--- src/common/cnn_pkg.sv ---
package cnn_pkg;

	// ------------------------------------------------------------
	// Bus and pixel sizes
	// ------------------------------------------------------------
	localparam int W_ADDR       = 32;
	localparam int W_DATA       = 32;
	localparam int W_PIX        = 8;
	localparam int PIX_PER_WORD = 4;   // Packed pixels per bus word

	// Image geometry limits
	localparam int MAX_WIDTH  = 16;
	localparam int MAX_HEIGHT = 16;
	localparam int W_SIZE     = 5;     // Row, col, width and height fields
	localparam int BUF_DEPTH  = MAX_WIDTH * MAX_HEIGHT;
	localparam int W_BUF_ADDR = 8;

	// 3x3 window, tap 0 top-left, tap 8 bottom-right
	localparam int N_TAPS   = 9;
	localparam int W_WINDOW = N_TAPS * W_PIX;

	// ------------------------------------------------------------
	// Register map, word index from HADDR[4:2]
	// ------------------------------------------------------------
	localparam int W_REG_SEL = 3;
	localparam logic [W_REG_SEL-1:0] REG_WIDTH_HEIGHT = 3'd0;
	localparam logic [W_REG_SEL-1:0] REG_IMAGE_BASE   = 3'd1;
	localparam logic [W_REG_SEL-1:0] REG_IMAGE_LOAD   = 3'd2;
	localparam logic [W_REG_SEL-1:0] REG_LAYER_START  = 3'd3;
	localparam logic [W_REG_SEL-1:0] REG_LAYER_DONE   = 3'd4;

	// AHB encodings
	localparam logic [1:0] TRANS_IDLE   = 2'b00;
	localparam logic [1:0] TRANS_NONSEQ = 2'b10;
	localparam logic [1:0] TRANS_SEQ    = 2'b11;
	localparam logic       RESP_OKAY    = 1'b0;

	// DMA line FSM
	localparam logic [1:0] ST_IDLE      = 2'd0;
	localparam logic [1:0] ST_LINE_LOAD = 2'd1;   // Issuing address phases
	localparam logic [1:0] ST_LINE_WAIT = 2'd2;   // Draining last data phase
	localparam logic [1:0] ST_DONE      = 2'd3;

endpackage

--- src/ahb_cfg_regs.sv ---
`timescale 1ns/10ps

module ahb_cfg_regs import cnn_pkg::*; (
	input  logic              clk,
	input  logic              rstn,
	input  logic              sl_hsel_i,
	input  logic              sl_hready_i,
	input  logic [1:0]        sl_htrans_i,
	input  logic              sl_hwrite_i,
	input  logic [W_ADDR-1:0] sl_haddr_i,
	input  logic [W_DATA-1:0] sl_hwdata_i,
	input  logic              load_done_i,    // Status from DMA
	input  logic              layer_done_i,   // Status from scanner
	output logic              sl_hready_o,
	output logic              sl_hresp_o,
	output logic [W_DATA-1:0] sl_hrdata_o,
	output logic [W_SIZE-1:0] width_o,
	output logic [W_SIZE-1:0] height_o,
	output logic [W_ADDR-1:0] image_base_o,
	output logic              load_start_o,
	output logic              layer_start_o
);

	logic [W_REG_SEL-1:0] sel_q;   // Index captured in address phase
	logic                 wr_q;    // Write pending in data phase
	logic                 addr_ok;
	logic [W_SIZE-1:0]    width_q;
	logic [W_SIZE-1:0]    height_q;
	logic [W_ADDR-1:0]    base_q;
	logic                 load_start_q;
	logic                 layer_start_q;

	// Zero wait, always OKAY
	assign sl_hready_o = 1'b1;
	assign sl_hresp_o  = RESP_OKAY;

	assign addr_ok = sl_hsel_i && sl_hready_i &&
		(sl_htrans_i == TRANS_NONSEQ || sl_htrans_i == TRANS_SEQ);

	//------------------------------------------------------------
	// Address phase
	//------------------------------------------------------------
	always_ff @(posedge clk or negedge rstn) begin
		if (!rstn) begin
			sel_q <= '0;
			wr_q  <= 1'b0;
		end else if (addr_ok) begin
			sel_q <= sl_haddr_i[W_REG_SEL+1:2];   // Word index
			wr_q  <= sl_hwrite_i;
		end else begin
			wr_q  <= 1'b0;
		end
	end

	//------------------------------------------------------------
	// Data phase, register update and start pulses
	//------------------------------------------------------------
	always_ff @(posedge clk or negedge rstn) begin
		if (!rstn) begin
			width_q       <= W_SIZE'(MAX_WIDTH);
			height_q      <= W_SIZE'(MAX_HEIGHT);
			base_q        <= '0;
			load_start_q  <= 1'b0;
			layer_start_q <= 1'b0;
		end else begin
			// Pulses last one cycle by default
			load_start_q  <= 1'b0;
			layer_start_q <= 1'b0;
			if (wr_q) begin
				case (sel_q)
					REG_WIDTH_HEIGHT: begin
						width_q  <= sl_hwdata_i[W_SIZE-1:0];
						height_q <= sl_hwdata_i[16 +: W_SIZE];
					end
					REG_IMAGE_BASE:  base_q        <= sl_hwdata_i;
					REG_IMAGE_LOAD:  load_start_q  <= sl_hwdata_i[0];
					REG_LAYER_START: layer_start_q <= sl_hwdata_i[0];
					default: ;   // Status and unused words ignore writes
				endcase
			end
		end
	end

	assign width_o       = width_q;
	assign height_o      = height_q;
	assign image_base_o  = base_q;
	assign load_start_o  = load_start_q;
	assign layer_start_o = layer_start_q;

	// Readback mux on captured index
	always_comb begin
		sl_hrdata_o = '0;
		case (sel_q)
			REG_WIDTH_HEIGHT: begin
				sl_hrdata_o[W_SIZE-1:0]   = width_q;
				sl_hrdata_o[16 +: W_SIZE] = height_q;
			end
			REG_IMAGE_BASE: sl_hrdata_o    = base_q;
			REG_IMAGE_LOAD: sl_hrdata_o[0] = load_done_i;
			REG_LAYER_DONE: sl_hrdata_o[0] = layer_done_i;
			default:        sl_hrdata_o    = '0;   // LAYER_START reads 0 too
		endcase
	end

	// Software never issues back-to-back start writes
	a_load_pulse: assert property (@(posedge clk) disable iff (!rstn)
		load_start_o |=> !load_start_o);
	a_layer_pulse: assert property (@(posedge clk) disable iff (!rstn)
		layer_start_o |=> !layer_start_o);

endmodule

--- config.mk ---
export PLATFORM = sky130hd
export DESIGN_NAME = ahb_cfg_regs
export DESIGN_NICKNAME = d
export VERILOG_FILES = /design/src/common/cnn_pkg.sv /design/src/ahb_cfg_regs.sv
export SDC_FILE = /design/constraint.sdc
export NUM_CORES = 1
export LEC_CHECK = 0
export BUFFER_PORTS_ARGS = -buffer_cell sky130_fd_sc_hd__buf_2
export CAP_MARGIN = 20
export CORE_ASPECT_RATIO = 0.7
export CORE_MARGIN = 8
export CORE_UTILIZATION = 41
export CTS_CLUSTER_DIAMETER = 200
export DETAILED_ROUTE_END_ITERATION = 7
export PLACE_DENSITY = 0.88
export SLEW_MARGIN = 30
export SYNTH_ARGS = -nofsm -noshare
export SYNTH_HDL_FRONTEND = slang
export SYNTH_SLANG_ARGS = --single-unit
export TNS_END_PERCENT = 20
--- constraint.sdc ---
create_clock -name clk -period 1.6 [get_ports clk]
set_input_delay 0.24 -clock clk [delete_from_list [all_inputs] [get_ports clk]]
set_output_delay 0.24 -clock clk [all_outputs]
set_load 0.02 [all_outputs]
# Yosys cells after proc, flatten, opt, wreduce, memory -nomap -nowiden
# Cells that the tools add are included.
# word_totals
rom_bits	0
mem_bits_rw	0
regBits	48
output_inout_bits	78
memories	0
latchBits	0
input_bits	73
# classes
shifts	0
div_mod_pow	0
multipliers	0
eq_ne	6
n_bitwise	0
add_sub_neg	0
reduce_logical	6
n_mux	10
order_cmp	0
# op_table
op	count
2-to-1 mux 11 bit	2
one-hot mux 5 bit (2 select lines)	1
one-hot mux 4 bit (2 select lines)	1
== test 3 x 2 -> 1 bit, second input constant	2
2-to-1 mux 1 bit	5
== test 2 bit, second input constant	2
one-hot mux 1 bit (4 select lines)	1
AND reduction 2 bit	2
== test 3 x 1 -> 1 bit, second input constant	1
== test 3 bit, second input constant	1
logical NOT 3 bit	1
logical AND 1 bit	2
logical OR 1 bit	1

# Longest topological paths before layout
# Gate-level depths: netlist of the first run.
# depth
ltp_word	4
ltp_mapped	4
mapped_depth_nobuf	3

# Least setup slack after synthesis of the first run
# No wires, ideal clock.
# synth_path
kind	reg-to-output
startpoint	register sel_q[0]
endpoint	output port sl_hrdata_o[0]
arrival_time_ns	1.297
path_stages_with_launch	4
n_path_buf	2
setup_slack_ns	0.063
cell_sequence	dfrtp_1 > buf_4 > buf_2 > o31ai_1
# synth_via
elab_chain_cells	2
word_cells_on_any_way	5
classes_between	eq/ne: 3; mux: 1; reduce/logical: 1
# synth_rtl
element	line	text
start, declared	ahb_cfg_regs.sv:24	logic [W_REG_SEL-1:0] sel_q;
start signal, assigned	ahb_cfg_regs.sv:48	sel_q <= sl_haddr_i[W_REG_SEL+1:2];
== test 3 bit (tied with other cells)	ahb_cfg_regs.sv:93	case (sel_q)
one-hot mux 1 bit (4 select lines) (*)	ahb_cfg_regs.sv:93	
end, declared	ahb_cfg_regs.sv:16	output logic [W_DATA-1:0] sl_hrdata_o,
# Mark *: on every way between the ends. The rest lies on a longest branch, timed or not.

# Final worst setup path of the first run
# layout_path
startpoint	register sel_q[2]
endpoint	output port sl_hrdata_o[24]
# layout_via
elab_chain_cells	2
# layout_rtl
element	line
== test 3 x 1 -> 1 bit	ahb_cfg_regs.sv:93
2-to-1 mux 11 bit	ahb_cfg_regs.sv:93
# No other way between the ends.

==> run_results.csv, run 1 <==
group,metric,value,unit
status,outcome,"finished with violations",
status,violations,"setup timing",
worst_hold_path,min_to,"wr_q",
global_route,grt_pass1_vias,2047,
floorplanning,die_h,77.5,um
detailed_routing,drc,0,
placement,place_ws,0.0570,ns
critical_path,reg2reg_depth,5,
critical_path,cp_max_fo,5,
critical_path,reg2reg_slack,-0.02,ns
floorplanning,core,5230,sq um
floorplanning,row_count,22,
timing,maxSlewViolCount,0,
placement,dp.cells,353,
logic_synthesis,synth_common_cells,"dfrtp_1, mux2_2, and3_1",
logic_synthesis,syn_inst,165,
power_and_ir_drop,peakVddDrop,0.762,mV
critical_path,slowest_stage,"dfrtp_1",
cts,clk_pin_slew_worst_paths,0.08,ns
global_route,grt_pass1_wl,11000,um
placement,gp_congestion,0.739,
timing,rsz0062_at_grt,"true",
critical_path,regToRegStartpoint,"sel_q[2]",
job,cap_violations,0,
timing,finClkSkew,0.00693,ns
cts,clock_path_buffers,2,
logic_synthesis,synth_edf_count,0,
critical_path,setup.worst_path.class,"flop to output pin",
floorplanning,start_util,42.3,%
placement,io_buffers,118,
logic_synthesis,synthArstFlopShare,100,%
logic_synthesis,synth_area,2210,sq um
timing,hold_viol,0,
critical_path,rr_endpoint,"image_base_o[9]",
logic_synthesis,ys_seq_area_share,54.4,%
logic_synthesis,synth_seq_cells,48,
cts,cts_made_buffers,5,
cts,clk_latency,0.29,ns
cts,clock_sinks,48,
timing,timing.final.crit_share,108,%
detailed_routing,vias,1856,
floorplanning,dieArea,8040,sq um
logic_synthesis,yosysTopAreaCell,"dfrtp_1",
timing,layout_setup_ws,-0.131,ns
logic_synthesis,ys_types,23,
global_route,grt_use_total,16.7,%
timing,setup_viol_count_final,44,
critical_path,cpMostUsedCell,"buf_4",
final_layout,drive_gt1_share,73.4,%
critical_path,cp-end-kind,"output pin",
final_layout,postLayoutCellArea,3440,sq um
floorplanning,die_w,104,um
cts,htreeDepth,2,
final_layout,antenna_cells,0,
logic_synthesis,post_synth.cell_area_avg,13.4,sq um
final_layout,fin_util,65.8,%
critical_path,worstPathArrival,1.49,ns
critical_path,crit_required,1.36,ns
worst_hold_path,worstHoldStart,"sl_hwrite_i",
worst_hold_path,hold_depth,3,
global_route,grt_start_max_net_pins,28,
critical_path,cp_cell_sequence,"buf_6 > nor2_4 > buf_4 > and3_1 > buf_4",
final_layout,final_cells,373,
logic_synthesis,synth.top_cell.area_share,52.0,%
final_layout,final_nets,373,
global_route,antenna_found_initial,0,
detailed_routing,dr.pass1.iters,4,
critical_path,critPathBufInv,3,
logic_synthesis,yosysWarningCount,0,
logic_synthesis,yosysMostFrequentCell,"dfrtp_1",
placement,dp_hpwl,4810,um
timing,fmax,578,MHz
critical_path,slowest_delay,0.40,ns
global_route,grt-ovfl-total,0,
worst_hold_path,hp-class,"input port to flop",
detailed_routing,postRouteWirelength,7080,um
power_and_ir_drop,power.density,1320,nW/um^2
detailed_routing,drtAntennaViolNets,0,
logic_synthesis,synth_area_leaders,"dfrtp_1, mux2_2, and3_1",
placement,placed_area,2920,sq um
cts,clockRootBuffer,"clkbuf_8",
detailed_routing,drt-initial-drc-count,30,
timing,tns,-2.56,ns
final_layout,area_growth,55.6,%
logic_synthesis,synth_ff_type,"dfrtp_1",
logic_synthesis,synth_fp_nets,238,
power_and_ir_drop,p_leak,1.82,nW
detailed_routing,viasPerCell,4.98,
critical_path,crit_family,"buffers and inverters",
cts,cts_tree,"yes",
detailed_routing,wl_per_cell,19.0,um
timing,fin_crit,1.73,ns
critical_path,start_kind,"flop",
floorplanning,io_pins,151,
==> flip-flops by register name, indices dropped and copies added (netlist names) <==
| name | flops |
|---|---|
| image_base_o | 32 |
| height_o | 5 |
| width_o | 5 |
| sel_q | 3 |
| layer_start_o | 1 |
| load_start_o | 1 |
| wr_q | 1 |
==> timing repair <==
action	in CTS	in global routing
setup buffers	4	2
pin swaps	3	7
endpoints found under the hold margin	6	0
hold buffers	1	0
gates cloned	4	1
endpoints found under the setup margin	32	67
resized for setup	72	23
==> layout make-up <==
cell class | instances | area [sq um]
clock inverter | 1 | 5.00
fill | 385 | 1790
sequential | 48 | 1210
multi-input combinational | 104 | 1060
timing repair buffer | 140 | 1000
clock buffer | 7 | 76.3
inverter | 1 | 3.75
tap | 72 | 90.1
==> worst max-delay path by stage <==
stage | start | endpoint | slack (ns) | cells after the start
floorplan | sel_q[0] | sl_hrdata_o[0] | 0.06 | 3
global placement | sel_q[0] | image_base_o[9] | 0.11 | 4
detailed placement | sel_q[0] | image_base_o[9] | 0.06 | 4
CTS | sel_q[1] | sl_hrdata_o[0] | -0.11 | 5
global route | sel_q[2] | sl_hrdata_o[24] | -0.20 | 5
finish | sel_q[2] | sl_hrdata_o[24] | -0.13 | 5
==> tightest hold or removal path, cell delays in order <==
cell,delay (ns)
buf_2,0.10
inv_1,0.04
nor2_1,0.04
==> placed cells by master, fill, tap and decap left out <==
cell type,count
buf_2,87
dfrtp_1,44
mux2_2,42
buf_4,24
buf_6,22
and3_1,14
and3_4,8
mux2i_1,6
nor2_4,6
nor2_1,5
clkbuf_8,5
buf_12,5
mux2i_4,4
nor2_2,3
mux2_4,3
or2_4,2
and4bb_2,2
conb_1,2
clkbuf_1,2
dfstp_2,2
dfrtp_2,2
o31ai_1,1
nand2_1,1
nand3b_1,1
nand2b_4,1
nor3_1,1
inv_1,1
nand3_1,1
nor3_4,1
clkinv_2,1
buf_16,1
dlygate4sd3_1,1
==> routing by layer <==
layer	global-route usage (%)	share of wire, %	vias to the layer above
li1	-	-	848
met1	19.6	43	913
met2	28.7	49	88
met3	6.19	7.5	7
met4	3.45	0.71	0
met5	0	0	-
==> where the power goes <==
part | internal (W) | switching (W)
clock | 0.000307 | 0.000370
combinational | 0.000945 | 0.00107
sequential | 0.00155 | 0.000307
total | 0.00280 | 0.00175
==> cell families after synthesis <==
logic type,synth area share (%)
and+or+nand+nor,12.7
other,0.339
muxes,27.8
AOI/OAI and AO/OA,0.339
buffers and inverters,4.47
DFF,54.4
==> through the flow <==
step / hold WS, ns / total power [W]
detailed placement: 0.0926 / 0.00345
global route: 0.160 / 0.00480
floorplan: -0.0556 / 0.00279
global placement: 0.0975 / 0.00337
finish: 0.162 / 0.00455
CTS: 0.152 / 0.00449
Power figures use the tool's default switching activity.
==> run 2: changes to the inputs <==
--- a/config.mk
+++ b/config.mk
@@ -7,9 +7,11 @@
 export LEC_CHECK = 0
 export BUFFER_PORTS_ARGS = -buffer_cell sky130_fd_sc_hd__buf_2
 export CAP_MARGIN = 20
+export CELL_PAD_IN_SITES_DETAIL_PLACEMENT = 1
+export CELL_PAD_IN_SITES_GLOBAL_PLACEMENT = 1
 export CORE_ASPECT_RATIO = 0.7
 export CORE_MARGIN = 8
-export CORE_UTILIZATION = 41
+export CORE_UTILIZATION = 30
 export CTS_CLUSTER_DIAMETER = 200
 export DETAILED_ROUTE_END_ITERATION = 7
 export PLACE_DENSITY = 0.88
==> run_results.csv, run 2 (synthesis gave the netlist of run 1 again) <==
group,metric,value,unit
detailed_routing,vias,1802,
detailed_routing,dr.pass1.iters,4,
critical_path,crit_required,1.36,ns
global_route,grt_pass1_wl,10700,um
critical_path,cp-end-kind,"output pin",
timing,rsz0062_at_grt,"true",
floorplanning,start_util,30.6,%
global_route,grt-ovfl-total,0,
critical_path,start_kind,"flop",
cts,clock_sinks,48,
critical_path,cp_max_fo,4,
detailed_routing,drt-initial-drc-count,26,
worst_hold_path,hp-class,"input port to flop",
status,violations,"setup timing",
placement,place_ws,0.0755,ns
floorplanning,die_h,87.8,um
final_layout,layout_commonest_cell,"buf_2",
floorplanning,core,7220,sq um
power_and_ir_drop,peakVddDrop,0.497,mV
job,cap_violations,0,
power_and_ir_drop,power,0.00426,W
power_and_ir_drop,power.density,1350,nW/um^2
critical_path,cp_cell_sequence,"buf_6 > and4bb_2 > nor2_1 > o31ai_1 > buf_2",
critical_path,setup.worst_path.class,"flop to output pin",
final_layout,final_nets,366,
final_layout,antenna_cells,0,
timing,fmax,594,MHz
cts,cts_tree,"yes",
placement,dp_hpwl,5190,um
timing,maxSlewViolCount,0,
cts,clockRootBuffer,"clkbuf_8",
timing,finClkSkew,0.00467,ns
global_route,grt_start_max_net_pins,33,
timing,fin_crit,1.68,ns
final_layout,final_cells,392,
final_layout,drive_gt1_share,66.3,%
global_route,grt_pass1_vias,2041,
floorplanning,die_w,119,um
placement,io_buffers,118,
placement,gp_congestion,0.737,
cts,htreeDepth,2,
final_layout,area_growth,42.6,%
global_route,antenna_found_initial,0,
critical_path,critPathBufInv,2,
critical_path,slowest_stage,"dfrtp_1",
timing,layout_setup_ws,-0.0835,ns
final_layout,final_cell_mix,"buf_2, dfrtp_1, mux2_2, buf_4, and3_1",
placement,dp.cells,378,
cts,clk_latency,0.29,ns
detailed_routing,postRouteWirelength,6860,um
floorplanning,dieArea,10400,sq um
detailed_routing,drc,0,
cts,clock_path_buffers,2,
timing,timing.final.crit_share,105,%
cts,cts_made_buffers,5,
timing,hold_viol,0,
detailed_routing,wl_per_cell,17.5,um
final_layout,largest_reg_flops,32,
floorplanning,io_pins,151,
detailed_routing,drtAntennaViolNets,0,
critical_path,slowest_delay,0.43,ns
timing,setup_viol_count_final,56,
status,outcome,"finished with violations",
floorplanning,row_count,26,
global_route,grt_use_total,12.8,%
critical_path,worstPathArrival,1.44,ns
power_and_ir_drop,p_leak,1.78,nW
critical_path,crit_family,"flip-flops",
cts,clk_pin_slew_worst_paths,0.08,ns
detailed_routing,viasPerCell,4.60,
-- run 2: cell count changes in the layout (fill, tap and decap cells not counted), sizes merged --
cell    before  now
buf        139  133
or2          2    1
clkbuf       7    6
clkinv       1    2
-- run 2: layout make-up --
class / count / area (sq um)
fillers: 820 / 4070
well taps: 98 / 123
flip-flops and latches: 48 / 1200
clock inverters: 2 / 10.0
repair buffers: 134 / 818
inverters: 1 / 3.75
clock buffers: 6 / 82.6
multi-input cells: 103 / 912
-- run 2: worst min-delay path, cell delays in order --
cell    delay, ns
buf_2        0.10
inv_1        0.04
nor2_1       0.04
-- run 2: timing repair --
action                                 in CTS  in global routing
endpoints found under the hold margin      18                  0
resized for setup                          26                  0
hold buffers                                1                  0
setup endpoints to repair                  32                 64
pin swaps                                   1                  1
setup buffers                               4                  1
-- run 2: power breakdown --
part           internal, W  total (W)  switching, W
clock network     0.000346   0.000742      0.000396
registers          0.00154    0.00178      0.000232
logic             0.000761    0.00174      0.000982
total              0.00265    0.00426       0.00161
-- run 2: final timing paths --
kind	from	endpoint	slack [ns]	cells after the start
worst max register to register	sel_q[2]	image_base_o[22]	-0.05	5
max in group asynchronous	rstn	image_base_o[6]	0.54	3
min in group asynchronous	rstn	image_base_o[27]	0.44	2
worst min-delay path	sl_hwrite_i	wr_q	0.16	3
worst min register to register	image_base_o[31]	image_base_o[31]	0.53	1
worst max-delay path	sel_q[2]	sl_hrdata_o[0]	-0.08	5
-- run 2: through the flow --
| step | area [sq um] | hold WS, ns | TNS (ns) | utilization, % |
|---|---|---|---|---|
| CTS | 3150 | 0.142 | -3.23 | 43.6 |
| floorplan | 2210 | -0.0556 | 0 | - |
| finish | 3150 | 0.156 | -1.91 | 43.7 |
| detailed placement | 2940 | 0.230 | 0 | 40.7 |
| global route | 3150 | 0.145 | -7.57 | 43.7 |
| global placement | 2940 | 0.227 | 0 | 40.7 |
-- run 2: routing by layer --
layer  vias to the layer above  GRT usage [%]  wire, um
met1                       899           14.0      2700
met5                         -              0         0
li1                        831              -         -
met3                         2           5.92       612
met2                        70           22.9      3540
met4                         0           2.40        13
==> run 3: changes to the inputs <==
--- a/config.mk
+++ b/config.mk
@@ -7,14 +7,14 @@
 export LEC_CHECK = 0
 export BUFFER_PORTS_ARGS = -buffer_cell sky130_fd_sc_hd__buf_2
 export CAP_MARGIN = 20
-export CELL_PAD_IN_SITES_DETAIL_PLACEMENT = 1
+export CELL_PAD_IN_SITES_DETAIL_PLACEMENT = 0
 export CELL_PAD_IN_SITES_GLOBAL_PLACEMENT = 1
 export CORE_ASPECT_RATIO = 0.7
 export CORE_MARGIN = 8
-export CORE_UTILIZATION = 30
+export CORE_UTILIZATION = 27
 export CTS_CLUSTER_DIAMETER = 200
 export DETAILED_ROUTE_END_ITERATION = 7
-export PLACE_DENSITY = 0.88
+export PLACE_DENSITY = 0.84
 export SLEW_MARGIN = 30
 export SYNTH_ARGS = -nofsm -noshare
 export SYNTH_HDL_FRONTEND = slang
==> constraint.sdc (replaced) <==
create_clock -name clk -period 1.4 [get_ports clk]
set_input_delay 0.21 -clock clk [delete_from_list [all_inputs] [get_ports clk]]
set_output_delay 0.21 -clock clk [all_outputs]
set_load 0.02 [all_outputs]
==> run_results.csv, run 3 (synthesis gave the netlist of run 1 again) <==
group,metric,value,unit
cts,cts_made_buffers,5,
floorplanning,die_w,124,um
timing,hold_viol,0,
status,violations,"setup timing",
power_and_ir_drop,p_leak,1.93,nW
critical_path,rr_endpoint,"image_base_o[27]",
cts,cts_tree,"yes",
worst_hold_path,hold_depth,3,
final_layout,multi_input_area,1070,sq um
final_layout,antenna_cells,0,
detailed_routing,vias,1790,
timing,fin_crit,1.63,ns
critical_path,reg2reg_depth,5,
global_route,antenna_found_initial,0,
detailed_routing,wl_met3,613,um
critical_path,reg2reg_slack,-0.21,ns
floorplanning,core,7910,sq um
power_and_ir_drop,power.density,1560,nW/um^2
timing,timing.final.crit_share,116,%
final_layout,final_nets,375,
global_route,grt_use_total,11.1,%
final_layout,drive_gt1_share,68.6,%
cts,htreeDepth,2,
cts,clockRootBuffer,"clkbuf_16",
critical_path,worstPathArrival,1.42,ns
worst_hold_path,min_to,"wr_q",
detailed_routing,drt-initial-drc-count,56,
global_route,grt_start_max_net_pins,28,
critical_path,cp_max_fo,5,
critical_path,start_kind,"flop",
timing,layout_setup_ws,-0.225,ns
final_layout,final_cells,404,
critical_path,setup.worst_path.class,"flop to output pin",
detailed_routing,postRouteWirelength,6630,um
final_layout,final_cell_mix,"buf_2, dfrtp_1, mux2_4, buf_4, and3_1",
detailed_routing,viasPerCell,4.43,
critical_path,cp-end-kind,"output pin",
detailed_routing,wl_met1,2780,um
detailed_routing,wl_per_cell,16.4,um
placement,io_buffers,118,
global_route,grt_pass1_wl,10200,um
job,cap_violations,0,
timing,maxSlewViolCount,0,
detailed_routing,drtAntennaViolNets,0,
detailed_routing,dr.pass1.iters,4,
placement,dp_hpwl,5070,um
critical_path,regToRegStartpoint,"sel_q[2]",
global_route,grt_pass1_vias,2012,
final_layout,layout_commonest_cell,"buf_2",
cts,clock_path_buffers,2,
timing,finClkSkew,0.00373,ns
worst_hold_path,hp-class,"input port to flop",
critical_path,crit_required,1.19,ns
floorplanning,row_count,27,
detailed_routing,drc,0,
placement,gp_congestion,0.744,
timing,fmax,615,MHz
cts,clk_latency,0.28,ns
timing,holdWs,0.141,ns
placement,dp.cells,392,
final_layout,nFillCells,764,
global_route,grt-ovfl-total,0,
cts,clock_sinks,48,
final_layout,largest_reg_flops,32,
detailed_routing,dr.max_layer_used,"met4",
floorplanning,start_util,28.0,%
timing,rsz0062_at_grt,"true",
detailed_routing,dr_wl_met2,3230,um
floorplanning,dieArea,11400,sq um
timing,setup_viol_count_final,74,
status,outcome,"finished with violations",
floorplanning,io_pins,151,
worst_hold_path,worstHoldStart,"sl_hwrite_i",
final_layout,seqCellArea,1200,sq um
floorplanning,die_h,91.7,um
power_and_ir_drop,peakVddDrop,0.626,mV
cts,clk_pin_slew_worst_paths,0.06,ns
final_layout,area_growth,60.1,%
## run 3: cell count changes in the layout (fill, tap and decap cells not counted), sizes merged
| cell | change |
|---|---|
| buf | +9 |
| clkbuf | +2 |
| clkinv | -2 |
## run 3: metal layers
metal / vias to the layer above / track usage [%]
met4: 0 / 2.37
met2: 73 / 19.0
met5: - / 0
met1: 872 / 13.5
met3: 2 / 3.31
li1: 843 / -
## run 3: layout make-up
| class | count | area share [%] |
|---|---|---|
| Multi-Input combinational cell | 103 | 30.2 |
| Tap cell | 101 | 3.57 |
| Sequential cell | 48 | 34.0 |
| Inverter | 1 | 0.106 |
| Clock buffer | 8 | 4.42 |
| Timing Repair Buffer | 143 | 27.7 |
## run 3: worst max-delay path by stage
stage | start | to
final | sel_q[1] | sl_hrdata_o[0]
after CTS | sel_q[2] | sl_hrdata_o[11]
after global routing | sel_q[2] | sl_hrdata_o[14]
after floorplan | sel_q[1] | sl_hrdata_o[16]
after detailed placement | sel_q[2] | sl_hrdata_o[31]
after global placement | sel_q[2] | sl_hrdata_o[11]
## run 3: worst max-delay path: stages (launching register included)
cell and delay (ns):
dfrtp_2 0.45, buf_6 0.14, and4bb_2 0.23, nor2_2 0.10
o31ai_2 0.07, buf_4 0.15
## run 3: power breakdown
group,total [W],switching (W),internal (W)
combinational,0.00224,0.00114,0.00110
clock,0.00122,0.000463,0.000760
sequential,0.00207,0.000296,0.00177
## run 3: metrics by stage
| step | setup WS, ns | power, W | TNS, ns | area [sq um] | util [%] |
|---|---|---|---|---|---|
| 3_5_place_dp | -0.133 | 0.00401 | -4.49 | 3050 | 38.5 |
| 3_3_place_gp | -0.134 | 0.00396 | -4.05 | 3050 | 38.5 |
| 6_report | -0.225 | 0.00553 | -12.25 | 3540 | 44.8 |
| 5_1_grt | -0.307 | 0.00585 | -17.94 | 3540 | 44.8 |
| 2_1_floorplan | -0.0926 | 0.00319 | -1.59 | 2220 | - |
| 4_1_cts | -0.242 | 0.00550 | -12.83 | 3430 | 43.4 |
## run 3: what timing repair did
action,CTS,global route
pin swaps,4,0
hold endpoints to repair,46,0
resized for setup,68,26
gates cloned,0,1
hold buffers,1,0
setup endpoints to repair,73,74
buffers inserted,1,1
